$ cat config.mk
export PLATFORM = sky130hd
export DESIGN_NAME = data_port_flat
export DESIGN_NICKNAME = d
export VERILOG_FILES = /design/src/design/mem_pkg.sv /design/src/design/mem_bus_if.sv /design/src/design/data_port.sv /design/src/flat_wrapper.sv
export SDC_FILE = /design/constraint.sdc
export NUM_CORES = 1
export LEC_CHECK = 0
export BUFFER_PORTS_ARGS = -buffer_cell sky130_fd_sc_hd__buf_2
export CAP_MARGIN = 20
export CELL_PAD_IN_SITES_DETAIL_PLACEMENT = 1
export CELL_PAD_IN_SITES_GLOBAL_PLACEMENT = 2
export CORE_MARGIN = 2
export CORE_UTILIZATION = 27
export DETAILED_ROUTE_END_ITERATION = 8
export PLACE_DENSITY_LB_ADDON = 0.1
export REMOVE_ABC_BUFFERS = 1
export SLEW_MARGIN = 10
export SYNTH_ARGS = -nofsm -noshare
export SYNTH_HDL_FRONTEND = slang
export SYNTH_SLANG_ARGS = --single-unit
$ cat constraint.sdc
create_clock -name clock -period 5.8 [get_ports clock]
set_input_delay 0.58 -clock clock [delete_from_list [all_inputs] [get_ports clock]]
set_output_delay 0.58 -clock clock [all_outputs]
set_load 0.01 [all_outputs]
$ cat src/design/mem_pkg.sv
package mem_pkg;

    // Memory line, two instruction words
    localparam int unsigned line_bits = 64;
    typedef logic [line_bits-1:0] line_t;

    // Main memory geometry and timing
    localparam int unsigned mem_depth   = 256;   // Lines
    localparam int unsigned mem_latency = 3;     // Cycles from gnt to read data

    // Line index into main memory
    typedef logic [$clog2(mem_depth)-1:0] line_addr_t;

    // Direct-mapped icache, index plus tag covers a line address
    localparam int unsigned icache_lines      = 16;
    localparam int unsigned icache_index_bits = 4;
    localparam int unsigned icache_tag_bits   = 4;

endpackage

$ cat src/design/mem_bus_if.sv
`timescale 1ns/1ps

// One requester's path to memory
interface mem_bus_if;
    import mem_pkg::*;

    logic       req;      // Level, held until rvalid
    logic       write;    // Store when high
    line_addr_t addr;
    line_t      wdata;
    logic       gnt;      // One-cycle pulse when taken
    line_t      rdata;
    logic       rvalid;   // One-cycle pulse, ends the transaction

    modport requester (
        output req, write, addr, wdata,
        input  gnt, rdata, rvalid
    );

    modport arbiter (
        input  req, write, addr, wdata,
        output gnt, rdata, rvalid
    );

endinterface

$ cat src/design/data_port.sv
`timescale 1ns/1ps

module data_port (
    input  logic                clock,
    input  logic                reset,
    input  logic                load_req,     // One-cycle strobe
    input  logic                store_req,    // One-cycle strobe
    input  mem_pkg::line_addr_t data_addr,
    input  mem_pkg::line_t      store_data,
    output mem_pkg::line_t      load_data,
    output logic                load_valid,
    output logic                busy,
    mem_bus_if.requester        bus
);
    import mem_pkg::*;

    logic       accept;
    logic       write_q;    // Request in flight is a store
    line_addr_t addr_q;
    line_t      wdata_q;

    // Strobes ignored while a request is in flight
    assign accept = !busy && (load_req || store_req);

    assign bus.req   = busy;
    assign bus.write = write_q;
    assign bus.addr  = addr_q;
    assign bus.wdata = wdata_q;

    always_ff @(posedge clock) begin
        if (reset) begin
            busy       <= 1'b0;
            load_valid <= 1'b0;
        end else begin
            load_valid <= busy && bus.rvalid && !write_q;
            if (accept) begin
                busy <= 1'b1;
            end else if (bus.rvalid) begin
                busy <= 1'b0;       // Done, free next cycle
            end
        end
    end

    always_ff @(posedge clock) begin
        if (accept) begin
            write_q <= store_req;
            addr_q  <= data_addr;
            wdata_q <= store_data;
        end
        if (busy && bus.rvalid && !write_q) begin
            load_data <= bus.rdata;
        end
    end

endmodule

$ cat src/flat_wrapper.sv
// flat-port wrapper written by rule: the top's interface ports become plain ports
module data_port_flat import mem_pkg::*;
  (clock, reset, load_req, store_req, data_addr, store_data, load_data, load_valid, busy, bus_req, bus_write, bus_addr, bus_wdata, bus_gnt, bus_rdata, bus_rvalid);
  mem_bus_if bus_i ();
  input  logic clock;
  input  logic reset;
  input  logic load_req;
  input  logic store_req;
  input  mem_pkg::line_addr_t data_addr;
  input  mem_pkg::line_t store_data;
  output mem_pkg::line_t load_data;
  output logic load_valid;
  output logic busy;
  output wire logic [$bits(bus_i.req)-1:0] bus_req;
  output wire logic [$bits(bus_i.write)-1:0] bus_write;
  output wire logic [$bits(bus_i.addr)-1:0] bus_addr;
  output wire logic [$bits(bus_i.wdata)-1:0] bus_wdata;
  input wire logic [$bits(bus_i.gnt)-1:0] bus_gnt;
  input wire logic [$bits(bus_i.rdata)-1:0] bus_rdata;
  input wire logic [$bits(bus_i.rvalid)-1:0] bus_rvalid;
  assign bus_req = bus_i.req;
  assign bus_write = bus_i.write;
  assign bus_addr = bus_i.addr;
  assign bus_wdata = bus_i.wdata;
  assign bus_i.gnt = bus_gnt;
  assign bus_i.rdata = bus_rdata;
  assign bus_i.rvalid = bus_rvalid;
  data_port u_core (.clock(clock), .reset(reset), .load_req(load_req), .store_req(store_req), .data_addr(data_addr), .store_data(store_data), .load_data(load_data), .load_valid(load_valid), .busy(busy), .bus(bus_i));
endmodule
==> results.py <==
metrics = {
    "global_route": {
        "grt_antenna_before_repair": 2,
        "grt_first_pass_wirelength_um": 15400,
        "first_global_vias": 2780,
        "grt_util_all_layers": 0.1293,
        "pin_count_of_the_biggest_net_entering_global_routing": 65,
        "total_congestion_overflow": 0,
    },
    "detailed_routing": {
        "average_detailed_routed_wire_length_per_instance_um": 16.75,
        "post-route-drc-count": 0,
        "route.vias.total": 2653,
        "detail_route.wirelength_um": 10890,
        "drt-pass1-iter-count": 4,
        "initialDrtViolationCount": 144,
        "route.detailed.vias_per_inst": 4.082,
        "antenna_violating_nets_left": 0,
    },
    "critical_path": {
        "start_kind": "register",
        "worst_setup_path_end_kind": "register",
        "critical_path_peak_fanout": 60,
        "worst_ep_arrival_time_ns": 1.90,
        "critical_path_class": "reg -> reg",
        "critical_path_required_ns": 5.84,
    },
    "cells_and_area": {
        "layout-drive-gt1-share": 0.6776,
        "num-nets-final": 589,
        "areaGrowthSynthToFinish_pct": 53.54,
        "instances_no_fill": 650,
        "post-route-cell-area_um2": 6462,
        "fillerInstances": 1576,
    },
    "die": {
        "floorplan.die_area_um2": 16600,
        "die_w_um": 128.9,
        "floorplan.rows": 45,
        "placeableCoreArea_um2": 15200,
        "die_h_um": 128.9,
        "initial_core_util": 0.2769,
        "design.portCount": 282,
    },
    "power": {
        "power.ir.vdd_worst_uv": 177.1,
        "report.power.total_mw": 2.425,
        "power.density_nw_per_um2": 375.3,
        "power_leakage_nw": 2.732,
    },
    "sta": {
        "tightestPinTransition_ns": 0.8077,
        "rsz_0062_raised_after_global_routing": "no",
        "setup-violations-final": 0,
        "totalNegativeSetupSlack_ns": 0,
        "ratio_of_final_minimum_period_to_clock_period": 0.3218,
        "relSlewSlack": 0.4616,
        "finalHoldViolations": 0,
        "final_max_slew_viol_count": 0,
        "max_freq_mhz": 535.8,
        "finClkSkew_ns": 0.005301,
        "min_period_ns": 1.866,
    },
    "placed_design": {
        "place.detailed.hpwl_um": 8302,
        "number_of_port_buffers": 280,
        "place_inst": 616,
        "placement.cell_area_um2": 5868,
        "gp_congestion": 0.6971,
    },
    "cts": {
        "cts-htree-levels": 4,
        "clk_latency_ns": 0.41,
        "cts_made_buffers": 17,
        "worst_setup_hold_path_clk_slew_ns": 0.06,
        "numClockSinks": 139,
        "cts_hold_buf": 0,
        "max-clock-path-buffers": 2,
        "clock_tree_from_tritoncts": "built",
        "post_cts_buffers": 0,
        "post_cts_resized": 0,
        "clock_tree.root_cell": "sky130_fd_sc_hd__clkbuf_16",
    },
    "synth": {
        "synth.yosys.warnings": 0,
        "synth.ff_latch_count": 139,
        "syn-cell-area_um2": 4209,
        "post_synth_inst_count": 147,
        "synth_cell_types": 7,
        "fraction_of_the_yosys_area_taken_by_sequential_cells": 0.9869,
        "syn_avg_cell_area_um2": 28.63,
    },
    "outcome": {
        "run_status": "finished clean",
    },
    "worst_hold_path": {
        "min-delay-path-class": "in -> reg",
    },
    "run": {
        "cap_viol_max_count": 0,
    },
}
==> cells in the mapped netlist (all sizes together) <==
cell	n	area, um2
nor2	3	11.26
a211oi	1	12.51
nor3	2	20.02
nand2	1	3.750
buf	1	7.510
dfxtp	2	40.04
edfxtp	137	4114
==> layer usage <==
layer | track usage | vias up | part of all wire
met2 | 0.1992 | 187 | 0.47
met1 | 0.1318 | 1248 | 0.36
met4 | 0.06777 | 0 | 0.023
met5 | 0 | - | 0
met3 | 0.09023 | 18 | 0.15
li1 | - | 1200 | -
==> power breakdown <==
group	switching, mW	internal [mW]
clock network	0.377	0.706
logic	0.0884	0.0680
registers	0.0137	1.17
total	0.479	1.95
==> worst paths after layout <==
| kind | start | endpoint | slack [ns] | cells after the start |
|---|---|---|---|---|
| setup reg to reg | u_core.bus.req | u_core.bus.wdata[15] | 3.93 | 2 |
| hold reg to reg | u_core.bus.write | u_core.load_valid | 0.54 | 1 |
| setup / recovery | u_core.bus.req | u_core.bus.wdata[15] | 3.93 | 2 |
| hold / removal | store_data[0] | u_core.bus.wdata[0] | 0.34 | 1 |
==> cell families (layout without fill, tap and decap cells) <==
logic type             Yosys count  count (layout)  share of synthesized area
AOI/OAI and AO/OA                1               1                   0.002972
other                            0               3                          0
DFF                            139             139                     0.9869
and+or+nand+nor                  6               6                   0.008323
buffers and inverters            1             313                   0.001784
==> critical path: stages (launching register included) <==
cell	delay (ns)
sky130_fd_sc_hd__dfxtp_1	0.39
sky130_fd_sc_hd__nor2_4	0.38
sky130_fd_sc_hd__buf_4	0.67
==> sequential cells by signal, indices dropped and copies added (netlist names) <==
| name | flops |
|---|---|
| u_core.bus.addr | 8 |
| u_core.bus.write | 1 |
| u_core.bus.req | 1 |
| u_core.load_data | 64 |
| u_core.load_valid | 1 |
| u_core.bus.wdata | 64 |
==> metrics by stage <==
step / util / setup slack, ns / hold WS (ns)
floorplan: - / 1.598 / 0.5111
global placement: 0.3860 / 3.605 / 0.5154
detailed placement: 0.3860 / 3.571 / 0.5310
CTS: 0.4246 / 3.891 / 0.3152
global route: 0.4246 / 3.772 / 0.3143
finish: 0.4251 / 3.934 / 0.3416
==> cell usage in the layout (no fill, tap or decap), drive strengths merged <==
| cell type | synthesis | routed |
|---|---|---|
| nor2 | 3 | 3 |
| edfxtp | 137 | 137 |
| bufinv | 0 | 4 |
| buf | 1 | 282 |
| clkinv | 0 | 8 |
| diode | 0 | 3 |
| nand2 | 1 | 1 |
| nor3 | 2 | 2 |
| a211oi | 1 | 1 |
| clkbuf | 0 | 19 |
| dfxtp | 2 | 2 |
==> area by class of cell <==
class | instances | area (um2) | share of cell area
diodes | 3 | 7.507 | 0.001162
flip-flops and latches | 139 | 4154 | 0.6428
clock buffers | 19 | 432.9 | 0.06699
well taps | 188 | 235.2 | 0.03640
clock inverters | 12 | 153.9 | 0.02381
multi-input cells | 7 | 62.56 | 0.009681
repair buffers | 282 | 1416 | 0.2192
No activity file was read; power rests on OpenSTA's default activity.
