### src/design/isa_pkg.sv
package isa_pkg;

    // Architectural word width
    localparam int xlen = 32;

    // One RV32 instruction word
    typedef logic [31:0] inst_t;

    // addi x0, x0, 0
    localparam inst_t nop_inst = 32'h0000_0013;

    // Packet handed from fetch to decode
    typedef struct packed {
        logic            valid;    // Packet holds a real instruction
        inst_t           inst;     // Fetched instruction
        logic [xlen-1:0] pc;       // Address of inst
        logic [xlen-1:0] npc;      // Sequential successor, pc + 4
    } if_id_packet_t;

endpackage

### src/design/mem_pkg.sv
package mem_pkg;

    // Memory line, two instruction words
    localparam int unsigned line_bits = 64;
    typedef logic [line_bits-1:0] line_t;

    // Main memory geometry and timing
    localparam int unsigned mem_depth   = 256;   // Lines
    localparam int unsigned mem_latency = 3;     // Cycles from gnt to read data

    // Line index into main memory
    typedef logic [$clog2(mem_depth)-1:0] line_addr_t;

    // Direct-mapped icache, index plus tag covers a line address
    localparam int unsigned icache_lines      = 16;
    localparam int unsigned icache_index_bits = 4;
    localparam int unsigned icache_tag_bits   = 4;

endpackage

### src/design/mem_bus_if.sv
`timescale 1ns/1ps

// One requester's path to memory
interface mem_bus_if;
    import mem_pkg::*;

    logic       req;      // Level, held until rvalid
    logic       write;    // Store when high
    line_addr_t addr;
    line_t      wdata;
    logic       gnt;      // One-cycle pulse when taken
    line_t      rdata;
    logic       rvalid;   // One-cycle pulse, ends the transaction

    modport requester (
        output req, write, addr, wdata,
        input  gnt, rdata, rvalid
    );

    modport arbiter (
        input  req, write, addr, wdata,
        output gnt, rdata, rvalid
    );

endinterface

### src/design/icache.sv
`timescale 1ns/1ps

module icache (
    input  logic                     clock,
    input  logic                     reset,
    input  logic [isa_pkg::xlen-1:0] fetch_addr,   // Byte address from fetch
    output logic                     hit,
    output mem_pkg::line_t           line,
    mem_bus_if.requester             bus
);
    import mem_pkg::*;

    line_t                        data_array [icache_lines];
    logic [icache_tag_bits-1:0]   tag_array  [icache_lines];
    logic [icache_lines-1:0]      valid_bits;

    line_addr_t                   line_addr;    // Line holding fetch_addr
    logic [icache_index_bits-1:0] index;
    logic [icache_tag_bits-1:0]   tag;

    logic                         pending;      // Fill outstanding on the bus
    line_addr_t                   miss_addr;    // Held stable while pending
    logic [icache_index_bits-1:0] miss_index;
    logic [icache_tag_bits-1:0]   miss_tag;
    logic                         fill;

    assign line_addr = line_addr_t'(fetch_addr >> 3);
    assign index     = line_addr[icache_index_bits-1:0];
    assign tag       = line_addr[icache_index_bits +: icache_tag_bits];

    // Lookup, combinational from the arrays
    assign hit  = valid_bits[index] && (tag_array[index] == tag);
    assign line = data_array[index];

    assign miss_index = miss_addr[icache_index_bits-1:0];
    assign miss_tag   = miss_addr[icache_index_bits +: icache_tag_bits];
    assign fill       = pending && bus.rvalid;

    // Read-only requester
    assign bus.req   = pending;
    assign bus.write = 1'b0;
    assign bus.addr  = miss_addr;
    assign bus.wdata = '0;

    always_ff @(posedge clock) begin
        if (reset) begin
            pending    <= 1'b0;
            valid_bits <= '0;       // All lines invalid
        end else if (pending) begin
            if (bus.rvalid) begin
                pending               <= 1'b0;
                valid_bits[miss_index] <= 1'b1;   // Hit seen next cycle
            end
        end else if (!hit) begin
            pending <= 1'b1;        // Miss, start a fill
        end
    end

    // Arrays and the miss address
    always_ff @(posedge clock) begin
        if (!pending && !hit) begin
            miss_addr <= line_addr;
        end
        if (fill) begin
            data_array[miss_index] <= bus.rdata;
            tag_array[miss_index]  <= miss_tag;
        end
    end

endmodule

### src/flat_wrapper.sv
// flat-port wrapper written by rule: the top's interface ports become plain ports
module icache_flat import mem_pkg::*;
  (clock, reset, fetch_addr, hit, line, bus_req, bus_write, bus_addr, bus_wdata, bus_gnt, bus_rdata, bus_rvalid);
  mem_bus_if bus_i ();
  input  logic clock;
  input  logic reset;
  input  logic [isa_pkg::xlen-1:0] fetch_addr;
  output logic hit;
  output mem_pkg::line_t line;
  output wire logic [$bits(bus_i.req)-1:0] bus_req;
  output wire logic [$bits(bus_i.write)-1:0] bus_write;
  output wire logic [$bits(bus_i.addr)-1:0] bus_addr;
  output wire logic [$bits(bus_i.wdata)-1:0] bus_wdata;
  input wire logic [$bits(bus_i.gnt)-1:0] bus_gnt;
  input wire logic [$bits(bus_i.rdata)-1:0] bus_rdata;
  input wire logic [$bits(bus_i.rvalid)-1:0] bus_rvalid;
  assign bus_req = bus_i.req;
  assign bus_write = bus_i.write;
  assign bus_addr = bus_i.addr;
  assign bus_wdata = bus_i.wdata;
  assign bus_i.gnt = bus_gnt;
  assign bus_i.rdata = bus_rdata;
  assign bus_i.rvalid = bus_rvalid;
  icache u_core (.clock(clock), .reset(reset), .fetch_addr(fetch_addr), .hit(hit), .line(line), .bus(bus_i));
endmodule
### config.mk
export PLATFORM = sky130hd
export DESIGN_NAME = icache_flat
export DESIGN_NICKNAME = d
export VERILOG_FILES = /design/src/design/isa_pkg.sv /design/src/design/mem_pkg.sv /design/src/design/mem_bus_if.sv /design/src/design/icache.sv /design/src/flat_wrapper.sv
export SDC_FILE = /design/constraint.sdc
export NUM_CORES = 1
export LEC_CHECK = 0
export BUFFER_PORTS_ARGS = -buffer_cell sky130_fd_sc_hd__buf_4
export CORE_UTILIZATION = 61
export DETAILED_ROUTE_END_ITERATION = 8
export PLACE_DENSITY = 0.8
export RECOVER_POWER = 100
export SYNTH_ARGS = -nofsm -noshare
export SYNTH_HDL_FRONTEND = slang
export SYNTH_SLANG_ARGS = --single-unit
### constraint.sdc
create_clock -name clock -period 18.37 [get_ports clock]
set_input_delay 0.9185 -clock clock [delete_from_list [all_inputs] [get_ports clock]]
set_output_delay 0.9185 -clock clock [all_outputs]
set_load 0.02 [all_outputs]
==> reports/qor_table.md <==
| Parameter | Value |
|---|---|
| Run status | finished, violations left |
| Failing checks | max-capacitance violations, max-slew violations |
| Pwr/cell area | 111 nW/um^2 |
| Number of hold-repair buffers added at the cts stage | 0 |
| Crit end category | primary output |
| Number of synthesized register bits | 1113 |
| DP Cell Count | 2720 |
| Startpoint Class | input port |
| Worst path arrival time | 10.91 ns |
| Synth cell count leaders | 1096 x edfxtp_1, 334 x mux4_2, 65 x buf_4 |
| Final-layout setup total negative slack | 0 ns |
| Hold WC Path Type | flip-flop to flip-flop |
| Minimum clock period after layout | 11.83 ns |
| Most common cell in the synthesized netlist | edfxtp_1 |
| Worst-path fanout max | 88 |
| CP max-delay cell | clkbuf_1 |
| FMAX | 84.5 MHz |
| Max Cap Viol | 38 |
| Cts repair resizes | 0 |
| Core Util, Final | 0.685 |
| Post-Synthesis Cells | 1690 |
| Worst reg2reg startpoint | u_core.bus.req |
| Final number of setup-violating endpoints | 0 |
| Layout Nets | 1995 |
| Antenna diodes | 0 |
| Register-to-register path setup slack | 11.45 ns |
| Endpoint of the worst register-to-register path | u_core.data_array[8][14] |
| Share of layout cells above drive strength 1 | 0.250 |
| Pwr Total | 5.21 mW |
| Part of the power in combinational logic | 0.050 |
| Number of clock buffers inserted by TritonCTS | 104 |
| Max-slew violation count | 1491 |
| Total of buffers placed on input and output ports | 148 |
| Least-Margin Pin Slew | 5.84 ns |
| Die Span X | 265 microns |
| Sequence of cells on the critical path | clkbuf_1 -> clkbuf_1 -> buf_4 -> mux4_1 -> mux2i_1 -> mux2i_1 -> xnor2_1 -> nand4_1 -> inv_1 -> buf_4 |
| Peak ir drop on the vdd network | 0.0000847 V |
| Floorplan die area | 70400 sq um |
| Vias per inst | 6.53 |
| Mapped cell area | 42300 sq um |
| HPWL after DPL | 43.1 mm |
| Total wire length | 90.7 mm |
| Clock share of power | 0.408 |
| Insertion delay to the later sink of the worst-skew pair | 0.68 ns |
| Slew Limit Headroom | -2.89 |
| Wire length per cell | 31.1 microns |
| Post-placement cell area | 44400 sq um |
| Sw power | 1.08 mW |
| Internal Power | 4.13 mW |
| Via count of the first global-routing pass | 20000 |
| First-pass GRT wire length | 132 mm |
| Worst path max stage delay | 4.01 ns |
| EDFF count, synth | 1096 |
| Worst Reg-to-Reg Cells | 4 |
| Final hold viol count | 0 |
| Sequential cell area fraction in the yosys report | 0.786 |
| Pre-CTS setup slack | 12.35 ns |
| Core Footprint | 68600 sq um |
| Post-synth top flop | edfxtp_1 |
| TritonCTS clock tree | built |
| CTS sink count | 1113 |
| Count of synthesis-stage warnings from yosys | 0 |
| Layout Cell Area excl Fill | 47000 sq um |
| Final Hold Slack | 0.485 ns |
| Clock transition time at the flip-flop clock pins of the worst setup and hold paths | 0.07 ns |
| Detailed router's first-iteration violation count | 2089 |
| Async set-or-reset flop fraction in the synthesized netlist | 0 |
| Part of the power in registers | 0.541 |
| Worst setup path start | fetch_addr[4] |
| DR pass1 iterations | 5 |
| Post-CTS setup buffer count | 0 |
| Clock Root Buffer | clkbuf_16 |
| Fraction of post-synthesis cell area in the top cell type by area | 0.778 |
| Final setup margin | 6.54 ns |
| Switching power as a share of total power | 0.208 |
| Maximum number of pins on one net before global-route repair | 114 |
| Unrepaired setup endpoints after global routing | false |
| Total I/O pin count | 239 |
| Area growth from synthesis to layout | 11.0% |
| Height of the chip | 265 microns |
| Worst Setup EP | hit |
| Synthesized area divided by synthesized cell count | 25.0 sq um |
| Overall overflow remaining after global route | 0 |
| Type of the setup path with the least slack | input port to primary output |
| Cell type with the highest aggregate area in the netlist | edfxtp_1 |
| Std cell rows | 96 |
| Total global routing track utilization | 0.264 |
| Maximum root-to-sink buffer count | 3 |
| Routability Congestion | 0.716 |
| Number of different library cells in the post-synthesis netlist | 38 |
| Dominant cells by area after synthesis | edfxtp_1 78%, mux4_2 18%, buf_4 1.2% |
| Layout filler cell count | 3989 |
| Number of H-tree levels | 3 |
| Antenna-violating nets left | 0 |
| Initial antenna violation count | 5 |
| Detailed-route DRC error count | 0 |
| Initial Utilization | 0.617 |
| CP required | 17.45 ns |
| Non-Filler Instances | 2912 |
| Leak | 14.5 nW |
| Worst clock skew | 0.0239 ns |
| Via count | 19000 |
| Period utilization | 0.644 |
-- registers in the layout (all words and copies together) (netlist names) --
register           count
u_core.data_array   1024
u_core.bus.req         1
u_core.bus.addr        8
u_core.valid_bits     16
u_core.tag_array      64
-- power by group through the flow --
| stage | logic (mW) | registers, mW | clock network, mW |
|---|---|---|---|
| global route | 0.279 | 2.82 | 2.24 |
| global placement | 0.267 | 2.87 | 0 |
| finish | 0.263 | 2.82 | 2.13 |
| floorplan | 0.175 | 2.87 | 0 |
| detailed placement | 0.274 | 2.87 | 0 |
| CTS | 0.277 | 2.82 | 2.15 |
-- layer usage --
| layer | routed length [microns] | global-route usage | up-vias |
|---|---|---|---|
| li1 | - | - | 7581 |
| met1 | 33300 | 0.350 | 10200 |
| met2 | 47400 | 0.447 | 1097 |
| met3 | 7690 | 0.0538 | 158 |
| met4 | 2270 | 0.0862 | 10 |
| met5 | 66 | 0 | - |
-- final cells by class --
class | count | area (sq um) | share of cell area
flip-flops and latches | 1113 | 33300 | 0.708
well taps | 931 | 1160 | 0.0248
inverters | 1 | 3.75 | 0.0000799
multi-input cells | 494 | 8470 | 0.180
clock inverters | 51 | 520 | 0.0111
clock buffers | 141 | 2830 | 0.0602
repair buffers | 181 | 741 | 0.0158
-- critical path: cells and delay by family --
family                    cells  cell delay (ns)
xor gates and xnor gates      1             0.22
buffers and inverters         5             8.40
muxes                         3             0.98
and+or+nand+nor               1             0.23
-- kinds of logic (layout without fill, tap and decap cells) --
logic type	after synthesis	in the layout	share of synthesized area
other	1	65	0.0000886
xor gates and xnor gates	2	2	0.000592
AOI/OAI and AO/OA	8	8	0.00166
DFF	1113	1113	0.786
buffers and inverters	147	374	0.0199
and+or+nand+nor	69	69	0.00822
muxes	350	350	0.184
-- worst min path at each step --
stage / depth (start not counted) / slack, ns / end / start
after floorplan: 2 / 0.43 / u_core.valid_bits[3] / u_core.valid_bits[3]
after detailed placement: 2 / 0.47 / u_core.valid_bits[15] / u_core.valid_bits[15]
after global routing: 1 / 0.51 / u_core.valid_bits[12] / u_core.valid_bits[12]
final: 1 / 0.48 / u_core.valid_bits[9] / u_core.valid_bits[9]
after global placement: 2 / 0.45 / u_core.valid_bits[11] / u_core.valid_bits[11]
after CTS: 1 / 0.42 / u_core.bus.addr[4] / fetch_addr[7]
-- cell usage in the layout (no fill, tap or decap), types with 2 or more instances in the layout --
cell	n
nor2b_1	3
inv_6	3
mux2_2	2
nand3_1	2
o21ba_2	4
nand4b_1	4
clkbuf_16	108
dfxtp_1	17
mux4_1	5
conb_1	65
clkinv_1	19
mux2i_1	8
nand2_1	4
nor3_1	5
inv_16	3
nand2b_1	2
bufinv_16	9
nand4_1	4
buf_4	9
edfxtp_1	1096
clkbuf_1	203
nor2_4	3
nor2_1	35
mux4_2	334
clkinv_2	14
Note: power is estimated with default switching activity, not from simulation.
