===== config.mk =====
export PLATFORM = sky130hd
export DESIGN_NAME = fetch_stage
export DESIGN_NICKNAME = d
export VERILOG_FILES = /design/src/design/isa_pkg.sv /design/src/design/mem_pkg.sv /design/src/design/fetch_stage.sv
export SDC_FILE = /design/constraint.sdc
export NUM_CORES = 1
export LEC_CHECK = 0
export BUFFER_PORTS_ARGS = -buffer_cell sky130_fd_sc_hd__buf_2
export CORE_UTILIZATION = 42
export DETAILED_ROUTE_END_ITERATION = 8
export PLACE_DENSITY = 0.77
export REMOVE_ABC_BUFFERS = 1
export SLEW_MARGIN = 20
export SYNTH_ARGS = -nofsm -noshare
export SYNTH_HDL_FRONTEND = slang
export SYNTH_SLANG_ARGS = --single-unit
export TNS_END_PERCENT = 100

===== constraint.sdc =====
create_clock -name clock -period 2.84 [get_ports clock]
set_clock_uncertainty 0.15 [all_clocks]
set_input_delay 0.852 -clock clock [delete_from_list [all_inputs] [get_ports clock]]
set_output_delay 0.852 -clock clock [all_outputs]
set_load 0.03 [all_outputs]

===== src/design/isa_pkg.sv =====
package isa_pkg;

    // Architectural word width
    localparam int xlen = 32;

    // One RV32 instruction word
    typedef logic [31:0] inst_t;

    // addi x0, x0, 0
    localparam inst_t nop_inst = 32'h0000_0013;

    // Packet handed from fetch to decode
    typedef struct packed {
        logic            valid;    // Packet holds a real instruction
        inst_t           inst;     // Fetched instruction
        logic [xlen-1:0] pc;       // Address of inst
        logic [xlen-1:0] npc;      // Sequential successor, pc + 4
    } if_id_packet_t;

endpackage


===== src/design/mem_pkg.sv =====
package mem_pkg;

    // Memory line, two instruction words
    localparam int unsigned line_bits = 64;
    typedef logic [line_bits-1:0] line_t;

    // Main memory geometry and timing
    localparam int unsigned mem_depth   = 256;   // Lines
    localparam int unsigned mem_latency = 3;     // Cycles from gnt to read data

    // Line index into main memory
    typedef logic [$clog2(mem_depth)-1:0] line_addr_t;

    // Direct-mapped icache, index plus tag covers a line address
    localparam int unsigned icache_lines      = 16;
    localparam int unsigned icache_index_bits = 4;
    localparam int unsigned icache_tag_bits   = 4;

endpackage


===== src/design/fetch_stage.sv =====
`timescale 1ns/1ps

module fetch_stage (
    input  logic                     clock,
    input  logic                     reset,
    input  logic                     if_valid,         // Fetch enable
    input  logic [isa_pkg::xlen-1:0] branch_pc,        // Resolved branch target
    input  logic                     branch_req,
    input  logic [isa_pkg::xlen-1:0] rob_target_pc,    // Target from ROB retire
    input  logic                     rob_target_req,
    input  logic [isa_pkg::xlen-1:0] pred_pc,          // Predicted target
    input  logic                     pred_req,
    input  logic                     hit,              // Icache has the line
    input  mem_pkg::line_t           line,             // Line holding the PC
    output logic [isa_pkg::xlen-1:0] fetch_addr,
    output isa_pkg::if_id_packet_t   if_packet
);
    import isa_pkg::*;

    logic [xlen-1:0] pc_reg;     // PC being fetched
    logic [xlen-1:0] pc_plus4;
    logic [xlen-1:0] next_pc;
    logic            redirect;   // Any redirect source active
    logic            advance;    // Instruction leaves fetch this cycle
    logic            load_pc;
    inst_t           sel_inst;

    logic            pkt_valid;
    inst_t           pkt_inst;
    logic [xlen-1:0] pkt_pc;
    logic [xlen-1:0] pkt_npc;

    assign pc_plus4 = pc_reg + 4;
    assign redirect = branch_req || rob_target_req || pred_req;
    assign advance  = if_valid && hit;

    // Redirect may land during a miss, the pending fill still completes
    assign load_pc = if_valid && (hit || redirect);

    // Fixed priority, branch over ROB over predictor over sequential
    always_comb begin
        if (branch_req) begin
            next_pc = branch_pc;
        end else if (rob_target_req) begin
            next_pc = rob_target_pc;
        end else if (pred_req) begin
            next_pc = pred_pc;
        end else begin
            next_pc = pc_plus4;
        end
    end

    always_ff @(posedge clock) begin
        if (reset) begin
            pc_reg <= '0;
        end else if (load_pc) begin
            pc_reg <= next_pc;
        end
    end

    // Memory lines are 8 bytes, drop the byte offset
    assign fetch_addr = {pc_reg[xlen-1:3], 3'b000};

    // Upper word for PC bit 2 set
    assign sel_inst = pc_reg[2] ? line[63:32] : line[31:0];

    always_ff @(posedge clock) begin
        if (reset) begin
            pkt_valid <= 1'b0;
        end else begin
            pkt_valid <= advance;
        end
    end

    always_ff @(posedge clock) begin
        pkt_inst <= advance ? sel_inst : nop_inst;   // Bubble carries a NOP
        if (advance) begin
            pkt_pc  <= pc_reg;
            pkt_npc <= pc_plus4;
        end
    end

    always_comb begin
        if_packet.valid = pkt_valid;
        if_packet.inst  = pkt_inst;
        if_packet.pc    = pkt_pc;
        if_packet.npc   = pkt_npc;
    end

endmodule


==> impl_metrics.py, run 1 <==
metrics = {
    "routing": {
        "routed-via-count": 5907,
        "firstDrtPassIters": 7,
        "drt_iter0_markers": 490,
        "totalWireLength_mm": 20.1,
        "viasPerCell": 5.45,
        "drc": 0,
        "wl_per_cell_um": 18.5,
        "ant_nets": 0,
    },
    "sta": {
        "slew_headroom": 0.563,
        "setup_ws_ps": 317,
        "post-route-min-period_ps": 2520,
        "tightest_slew_ps": 650,
        "hold_viol": 0,
        "fmax_mhz": 396,
        "period_share": 0.888,
        "rsz0062_at_grt": "false",
        "setup-violations-final": 0,
        "drv_slew": 0,
    },
    "floorplan": {
        "die_h_um": 123,
        "dieArea_mm2": 0.0152,
        "core_mm2": 0.0145,
        "ios": 296,
        "initial_core_util": 0.428,
        "die_w_um": 123,
        "core.rowCount": 44,
    },
    "critical_path": {
        "crit_type": "flop to flop",
        "rrSetupSlack_ps": 320,
        "crit_required_ps": 3000,
        "startpoint_type": "flop",
        "rr_endpoint": "pc_reg[25]$_SDFFE_PP0N_",
        "r2r-start": "pc_reg[5]$_SDFFE_PP0N_",
        "rr_worst_depth": 5,
        "cp-end-kind": "flop",
        "arrival_ps": 2690,
        "critPathMaxFanout": 9,
    },
    "synth": {
        "netlist_area_mm2": 0.00619,
        "async_reset_ff_frac": 0,
        "ys_warn_count": 0,
        "synth_common_cells": "65 x dfxtp_1, 62 x edfxtp_1, 57 x nor2_1",
        "synth_top_area_frac": 0.301,
        "synth.most_common_cell": "dfxtp_1",
        "synth.ff_latch_count": 127,
        "synth.distinct_cells": 57,
        "synth-edff-count": 62,
        "synth_area_per_cell_um2": 10.1,
        "synth_area_leaders": "edfxtp_1 30%, dfxtp_1 21%, mux2i_1 6.5%",
        "synth_top_cell_by_area": "edfxtp_1",
        "synthCells": 616,
        "synth_flop_cell": "dfxtp_1",
        "ys_seq_area_frac": 0.511,
    },
    "cts": {
        "cts_max_path_buffers": 2,
        "clk_latency_ps": 420,
        "postCtsSetupRepairBufs": 0,
        "cts.sinks": 127,
        "clk_pin_slew_ps": 60,
        "htree_levels": 4,
        "hold_buffers": 0,
        "cts_inserted_buffers": 17,
        "clockRootBuffer": "clkbuf_16",
        "cts_tree": "done",
        "cts_resized": 0,
    },
    "power": {
        "powerDensity_mw_per_mm2": 641,
        "ir_worst_vdd_mv": 0.341,
        "power_mw": 5.36,
        "leakagePower_nw": 3.70,
    },
    "worst_hold_path": {
        "min_path_type": "flop to flop",
        "holdPathStages": 0,
        "worst_hold_startpoint": "pc_reg[0]$_SDFFE_PP0P_",
        "hold_end": "pkt_pc[0]$_DFFE_PP_",
    },
    "grt": {
        "overflow": 0,
        "grt.total_usage": 0.266,
        "antenna_found_initial": 2,
        "grt_pass1_vias": 5670,
        "grt_pass1_wl_mm": 29.7,
        "grt_max_degree": 52,
    },
    "layout": {
        "fill_cells": 1260,
        "regArea_mm2": 0.00316,
        "multi_input_area_mm2": 0.00250,
        "nets": 1052,
        "area_delta_synth_final_pct": 35.0,
        "final_layout_size_suffix_gt1_frac": 0.421,
        "post-route-util": 0.578,
    },
    "place": {
        "portBuffers": 292,
        "gp_congestion": 0.901,
        "pre_cts_slack_ps": 139,
        "dp_hpwl_mm": 14.8,
    },
    "run_status": {
        "status": "complete, no violations",
    },
    "run": {
        "cap_violations": 0,
    },
}
-- worst max-delay path: stages (launching register included) --
cell       delay, ps
dfxtp_1          520
nand4_2          270
nor4_4           680
and3_1           330
mux2i_1          110
a2111oi_2        360
-- worst max path at each step --
| stage | start | to | slack (ps) | cells past startpoint |
|---|---|---|---|---|
| final | pc_reg[5]$_SDFFE_PP0N_ | pc_reg[25]$_SDFFE_PP0N_ | 320 | 5 |
| after CTS | pc_reg[5]$_SDFFE_PP0N_ | pc_reg[25]$_SDFFE_PP0N_ | 360 | 5 |
| after global routing | pc_reg[5]$_SDFFE_PP0N_ | pc_reg[25]$_SDFFE_PP0N_ | 260 | 5 |
| after global placement | branch_req | pc_reg[31]$_SDFFE_PP0N_ | 210 | 7 |
| after detailed placement | branch_req | pc_reg[31]$_SDFFE_PP0N_ | 140 | 7 |
| after floorplan | pc_reg[2]$_SDFFE_PP0N_ | pc_reg[26]$_SDFFE_PP0N_ | -1080 | 6 |
-- metal layers --
metal	up-vias	part of all wire	global-route usage	wire length (um)
li1	2758	-	-	-
met1	2777	0.38	0.301	7600
met2	335	0.52	0.467	10300
met3	35	0.085	0.0720	1700
met4	2	0.021	0.112	422
met5	-	0.00050	0	10
-- per-stage QoR --
step	setup TNS, ps	hold WS [ps]	instances	cell area (um^2)
5_1_grt	0	308	1082	8360
6_report	0	293	1083	8360
3_3_place_gp	0	275	1049	7710
4_1_cts	0	300	1081	8360
3_5_place_dp	0	273	1049	7710
2_1_floorplan	-44840	252	534	5690
-- report_power, final --
part | internal, mW | switching (mW)
registers | 2.04 | 0.0756
logic | 0.321 | 0.551
clock network | 1.55 | 0.814
-- placed cells by master (no fill, tap or decap), types with 9 or more instances in the layout --
| cell type | instances |
|---|---|
| buf_2 | 292 |
| dfxtp_1 | 64 |
| edfxtp_1 | 62 |
| nor2_1 | 56 |
| nand2_1 | 44 |
| mux2i_1 | 40 |
| a21oi_1 | 40 |
| buf_4 | 37 |
| o21ai_0 | 32 |
| xnor2_1 | 21 |
| clkbuf_16 | 19 |
| nand3_1 | 18 |
| o22ai_1 | 16 |
| nand4_1 | 15 |
| nor3_1 | 12 |
| o211ai_1 | 12 |
| a211oi_1 | 9 |
-- cell type report --
type / count / share of cell area
Timing Repair Buffer: 331 / 0.213
Inverter: 9 / 0.00404
Clock inverter: 8 / 0.0147
Antenna cell: 2 / 0.000598
Sequential cell: 127 / 0.378
Tap cell: 184 / 0.0275
Multi-Input combinational cell: 398 / 0.299
Clock buffer: 24 / 0.0627
-- logic make-up (layout without fill, tap and decap cells) --
group	after synthesis	count (layout)	share of synthesized area
adder cells (fa/ha/maj)	1	1	0.00202
AO/OA/AOI/OAI	148	148	0.156
XOR/XNOR	27	27	0.0382
flip-flops	127	127	0.511
buffers and inverters	93	372	0.0879
AND/OR/NAND/NOR	179	179	0.140
multiplexers	40	40	0.0646
other	1	5	0.000605
Note: power is estimated with default switching activity, not from simulation.
==> inputs of run 2 (changes only) <==
ABC_AREA = 1   (was unset)
BUFFER_PORTS_ARGS = unset   (was -buffer_cell sky130_fd_sc_hd__buf_2)
CORE_AREA = 2 2 114 116   (was unset)
CORE_UTILIZATION = unset   (was 42)
DIE_AREA = 0 0 116 118   (was unset)
DONT_BUFFER_PORTS = 1   (was unset)
PLACE_DENSITY = 0.67   (was 0.77)
==> run 2 against run 1 <==
Core utilization down 3.4 points. Synthesized area down 0.67%. Total power down 4.8%. Die area down 10%. Fmax up 20%. Register-to-register slack better by 420 ps. Clock power about the same. Synthesized cell count up 15%. Largest cell class unchanged. Largest power group unchanged. Highest routed layer is now met4.
==> impl_metrics.py, run 2 <==
metrics = {
    "sta": {
        "tightest_slew_ps": 796,
        "fmax_mhz": 475,
        "post-route-min-period_ps": 2110,
        "setup-violations-final": 0,
        "drv_slew": 0,
        "finalHoldWorstSlack_ps": 287,
        "hold_viol": 0,
        "slew_headroom": 0.469,
        "period_share": 0.742,
        "rsz0062_at_grt": "false",
        "setup_ws_ps": 733,
    },
    "synth": {
        "synth_common_cells": "191 x nand2_1, 77 x a21oi_1, 65 x dfxtp_1",
        "synth.most_common_cell": "nand2_1",
        "netlist_area_mm2": 0.00615,
        "async_reset_ff_frac": 0,
        "synth_area_per_cell_um2": 8.70,
        "synth.distinct_cells": 41,
        "ys_warn_count": 0,
        "synth_area_leaders": "edfxtp_1 30%, dfxtp_1 21%, nand2_1 12%",
        "synth.ff_latch_count": 127,
        "synth_flop_cell": "dfxtp_1",
        "synth_top_cell_by_area": "edfxtp_1",
        "synth-edff-count": 62,
        "ys_seq_area_frac": 0.514,
        "synthCells": 707,
        "synth_top_area_frac": 0.303,
    },
    "place": {
        "gp_congestion": 0.899,
        "dp_hpwl_mm": 12.5,
        "portBuffers": 0,
        "pre_cts_slack_ps": 450,
        "placed_area_mm2": 0.00610,
    },
    "cts": {
        "cts.sinks": 127,
        "htree_levels": 4,
        "clockRootBuffer": "clkbuf_16",
        "cts_max_path_buffers": 2,
        "cts_resized": 0,
        "hold_buffers": 0,
        "postCtsSetupRepairBufs": 0,
        "cts_inserted_buffers": 17,
        "cts_tree": "done",
        "clk_pin_slew_ps": 50,
        "clk_latency_ps": 420,
    },
    "floorplan": {
        "dieArea_mm2": 0.0137,
        "core_mm2": 0.0124,
        "core.rowCount": 41,
        "initial_core_util": 0.496,
        "ios": 296,
        "die_h_um": 118,
        "die_w_um": 116,
    },
    "layout": {
        "final_cell_mix": "191 x nand2_1, 77 x a21oi_1, 65 x dfxtp_1",
        "fill_cells": 1123,
        "diodes": 0,
        "stdcell_area_mm2": 0.00675,
        "final_common_cell": "nand2_1",
        "area_delta_synth_final_pct": 9.64,
        "post-route-util": 0.543,
        "final_layout_size_suffix_gt1_frac": 0.135,
        "nets": 849,
    },
    "routing": {
        "totalWireLength_mm": 17.3,
        "routed-via-count": 4931,
        "drc": 0,
        "viasPerCell": 5.69,
        "firstDrtPassIters": 5,
        "wl_per_cell_um": 20.0,
        "drt_iter0_markers": 498,
        "ant_nets": 0,
    },
    "worst_hold_path": {
        "min_path_type": "flop to flop",
        "holdPathStages": 0,
        "worst_hold_startpoint": "pc_reg[0]$_SDFFE_PP0P_",
        "hold_end": "pkt_pc[0]$_DFFE_PP_",
    },
    "power": {
        "ir_worst_vdd_mv": 0.320,
        "powerDensity_mw_per_mm2": 757,
        "leakagePower_nw": 2.61,
        "power_mw": 5.11,
    },
    "run": {
        "cap_violations": 0,
    },
    "grt": {
        "grt_pass1_wl_mm": 26.7,
        "antenna_found_initial": 0,
        "overflow": 0,
        "grt.total_usage": 0.256,
        "grt_pass1_vias": 5012,
        "grt_max_degree": 48,
    },
    "critical_path": {
        "rr_endpoint": "pc_reg[31]$_SDFFE_PP0N_",
        "crit_type": "flop to output port",
        "crit_required_ps": 1840,
        "cp-end-kind": "output port",
        "startpoint_type": "flop",
        "critPathMaxFanout": 2,
        "rr_worst_depth": 9,
        "r2r-start": "pc_reg[22]$_SDFFE_PP0N_",
        "rrSetupSlack_ps": 740,
        "arrival_ps": 1100,
    },
    "run_status": {
        "status": "complete, no violations",
    },
}
run 2: cell count changes after synthesis, sizes merged, moves of 15 or more:
cell   before  now
nand2      44  200
mux2i      40    0
o21ai      35   56
xnor2      21    6
a21oi      40   79
inv         9   38
run 2: power breakdown:
group | internal [mW] | switching, mW | leakage, nW
clock | 1.55 | 0.810 | 0.317
sequential | 2.05 | 0.270 | 1.13
combinational | 0.137 | 0.290 | 1.16
run 2: kinds of logic after synthesis:
kind of cell / count (synthesis) / synth area share
AOI/OAI and AO/OA: 170 / 0.162
xor gates and xnor gates: 8 / 0.0114
adders and majority gates: 1 / 0.00203
buffers and inverters: 105 / 0.0960
DFF: 127 / 0.514
other: 1 / 0.000609
and+or+nand+nor: 295 / 0.214
run 2: how the worst max path moves through the flow:
stage               slack [ps]  cells after the start                      end                    start
floorplan                 -380                      2    pkt_npc[10]$_DFFE_PP_                 if_valid
global placement           500                      6  pc_reg[31]$_SDFFE_PP0N_                 pred_req
detailed placement         450                      6  pc_reg[31]$_SDFFE_PP0N_                 pred_req
CTS                        720                      0             if_packet[1]      pkt_pc[1]$_DFFE_PP_
global route               560                      9  pc_reg[29]$_SDFFE_PP0N_  pc_reg[20]$_SDFFE_PP0N_
finish                     730                      0             if_packet[1]      pkt_pc[1]$_DFFE_PP_
run 2: layout make-up:
class                           count  area (um^2)  share of cell area
Multi-Input combinational cell    477         2410               0.357
Sequential cell                   127         3160               0.469
Tap cell                          172          215              0.0319
Clock buffer                       25          561              0.0831
Inverter                           38          148              0.0219
Timing Repair Buffer               20          163              0.0241
Clock inverter                      7         90.1              0.0134
run 2: layer usage:
metal / part of all wire / track usage
met5: 0 / 0
met4: 0.023 / 0.0804
met3: 0.090 / 0.0870
met2: 0.50 / 0.440
met1: 0.38 / 0.296
run 2: through the flow:
stage / setup TNS [ps] / cells
5_1_grt: 0 / 866
3_3_place_gp: 0 / 834
3_5_place_dp: 0 / 834
4_1_cts: 0 / 866
2_1_floorplan: -24290 / 642
6_report: 0 / 866
run 2: worst reg2reg max path: stages (launching register included):
cell	delay, ps
dfxtp_1	670
nand2_1	230
nor2_1	220
nand2_1	110
nor2_1	190
nand2_1	80
nand2_1	80
nand3_1	90
nand2_1	100
a21oi_2	50
==> inputs of run 3 (changes only) <==
clock period = 1.7 ns   (was 2.84 ns; I/O delays follow)
==> run 3 against run 2 <==
Die area did not move. Worst hold slack got worse by 270 ps. Critical endpoint is now fetch_addr[4]. Cell count rose by 4.4%. Non-clock buffer count rose by 38. Combinational power rose by 130%. Final area rose by 7.1%. Flip-flop and latch count did not move. First-iteration DRC count fell by 4.0%. Global-route usage rose by 0.51 points.
==> impl_metrics.py, run 3 (synthesis results as in run 2) <==
metrics = {
    "critical_path": {
        "crit_required_ps": 1040,
        "rrSetupSlack_ps": 50,
        "crit_path_end": "fetch_addr[4]",
        "rr_worst_depth": 9,
        "r2r-start": "pc_reg[3]$_SDFFE_PP0N_",
        "crit_type": "flop to output port",
        "slowest_delay_ps": 410,
        "rr_endpoint": "pc_reg[18]$_SDFFE_PP0N_",
        "cpMaxStageDelayCell": "dfxtp_4",
        "startpoint": "pc_reg[4]$_SDFFE_PP0N_",
        "cp-end-kind": "output port",
        "crit_family": "flip-flops",
        "crit_cells": 1,
        "path_cells": "buf_4",
        "critPathMaxFanout": 5,
        "arrival_ps": 1020,
        "startpoint_type": "flop",
        "crit_buf_inv": 1,
    },
    "floorplan": {
        "initial_core_util": 0.496,
        "core_mm2": 0.0124,
        "core.rowCount": 41,
        "die_h_um": 118,
        "dieArea_mm2": 0.0137,
        "die_w_um": 116,
        "ios": 296,
    },
    "place": {
        "dp_cells": 870,
        "gp_congestion": 0.939,
        "portBuffers": 0,
        "dp_hpwl_mm": 13.3,
    },
    "layout": {
        "stdcell_count": 904,
        "final_common_cell": "nand2_1",
        "nets": 887,
        "diodes": 0,
        "final_cell_mix": "184 x nand2_1, 75 x a21oi_1, 62 x edfxtp_1",
        "final_layout_size_suffix_gt1_frac": 0.228,
        "area_delta_synth_final_pct": 17.4,
    },
    "run": {
        "cap_violations": 0,
    },
    "power": {
        "p_clk_frac": 0.434,
        "intPower_mw": 6.03,
        "sequentialPowerShare": 0.450,
        "powerDensity_mw_per_mm2": 1160,
        "switching_power_mw": 2.37,
        "power_mw": 8.40,
        "sw_frac_of_total": 0.282,
        "ir_worst_vdd_mv": 0.517,
        "leakagePower_nw": 2.85,
        "power_frac_comb": 0.116,
    },
    "cts": {
        "clockRootBuffer": "clkbuf_16",
        "cts_max_path_buffers": 2,
        "clk_latency_ps": 410,
        "cts.sinks": 127,
        "cts_inserted_buffers": 17,
        "htree_levels": 4,
        "cts_tree": "done",
        "clk_pin_slew_ps": 60,
        "hold_buffers": 0,
    },
    "worst_hold_path": {
        "min_path_type": "input pin to flop",
    },
    "sta": {
        "hold_viol": 0,
        "finalHoldWorstSlack_ps": 15.0,
        "rsz0062_at_grt": "true",
        "drv_slew": 0,
        "post-route-min-period_ps": 1680,
        "setup-violations-final": 0,
        "fmax_mhz": 594,
        "period_share": 0.991,
    },
    "routing": {
        "viasPerCell": 5.63,
        "routed-via-count": 5089,
        "ant_nets": 0,
        "wl_per_cell_um": 20.3,
        "drt_iter0_markers": 478,
        "totalWireLength_mm": 18.3,
        "drc": 0,
        "firstDrtPassIters": 5,
    },
    "run_status": {
        "status": "complete, no violations",
    },
    "grt": {
        "overflow": 0,
        "antenna_found_initial": 0,
        "grt_pass1_vias": 5098,
        "grt_max_degree": 46,
        "grt.total_usage": 0.261,
        "grt_pass1_wl_mm": 27.1,
    },
}
## run 3: cell type report
type / instances / area [um^2]
clock inverter: 8 / 72.6
timing repair buffer: 58 / 542
clock buffer: 24 / 514
sequential: 127 / 3180
fill: 1102 / 5190
multi-input combinational: 477 / 2560
tap: 172 / 215
inverter: 38 / 148
## run 3: worst min-delay path by stage
stage	from	end	slack, ps	cells past startpoint
floorplan	pc_reg[0]$_SDFFE_PP0P_	pkt_pc[0]$_DFFE_PP_	250	0
global placement	pc_reg[0]$_SDFFE_PP0P_	pkt_pc[0]$_DFFE_PP_	260	0
detailed placement	pc_reg[1]$_SDFFE_PP0P_	pkt_pc[1]$_DFFE_PP_	270	0
CTS	reset	pkt_valid$_SDFF_PP0_	3	1
global route	reset	pkt_valid$_SDFF_PP0_	6	1
finish	reset	pkt_valid$_SDFF_PP0_	10	1
## run 3: layer usage
layer,track usage,vias to the layer above,share of wire
li1,-,2391,-
met1,0.302,2388,0.38
met2,0.447,282,0.51
met3,0.0989,28,0.096
met4,0.0729,0,0.015
met5,0,-,0
## run 3: power groups by stage
| stage | Sequential [mW] | Combinational (mW) | Clock [mW] |
|---|---|---|---|
| after floorplan | 3.97 | 0.430 | 0 |
| after global placement | 3.83 | 0.906 | 0 |
| after detailed placement | 3.83 | 0.927 | 0 |
| after CTS | 3.77 | 0.935 | 3.66 |
| after global routing | 3.79 | 1.06 | 3.80 |
| final | 3.78 | 0.974 | 3.65 |
## run 3: metrics by stage
stage	instance area, um^2	setup slack [ps]	utilization	TNS, ps
2_1_floorplan	5720	-1180	-	-105220
3_3_place_gp	6430	35.5	0.518	0
3_5_place_dp	6430	-37.0	0.518	-98.6
4_1_cts	7030	0.595	0.566	0
5_1_grt	7230	-24.3	0.582	-149
6_report	7230	15.8	0.582	0
## run 3: repair_timing
item	in CTS	in global routing
pin swaps	0	8
setup buffers	0	2
setup endpoints to repair	8	40
endpoints found under the hold margin	0	0
resized for setup	4	55
## run 3: worst register-to-register path: stages (launching register included)
cell and delay (ps):
dfxtp_4 370, ha_4 160, inv_1 80, nor2_4 170, nand2_4 100, nor2_1 120
nand2_1 60, nand2_1 120, o21ai_2 70, a21oi_2 160
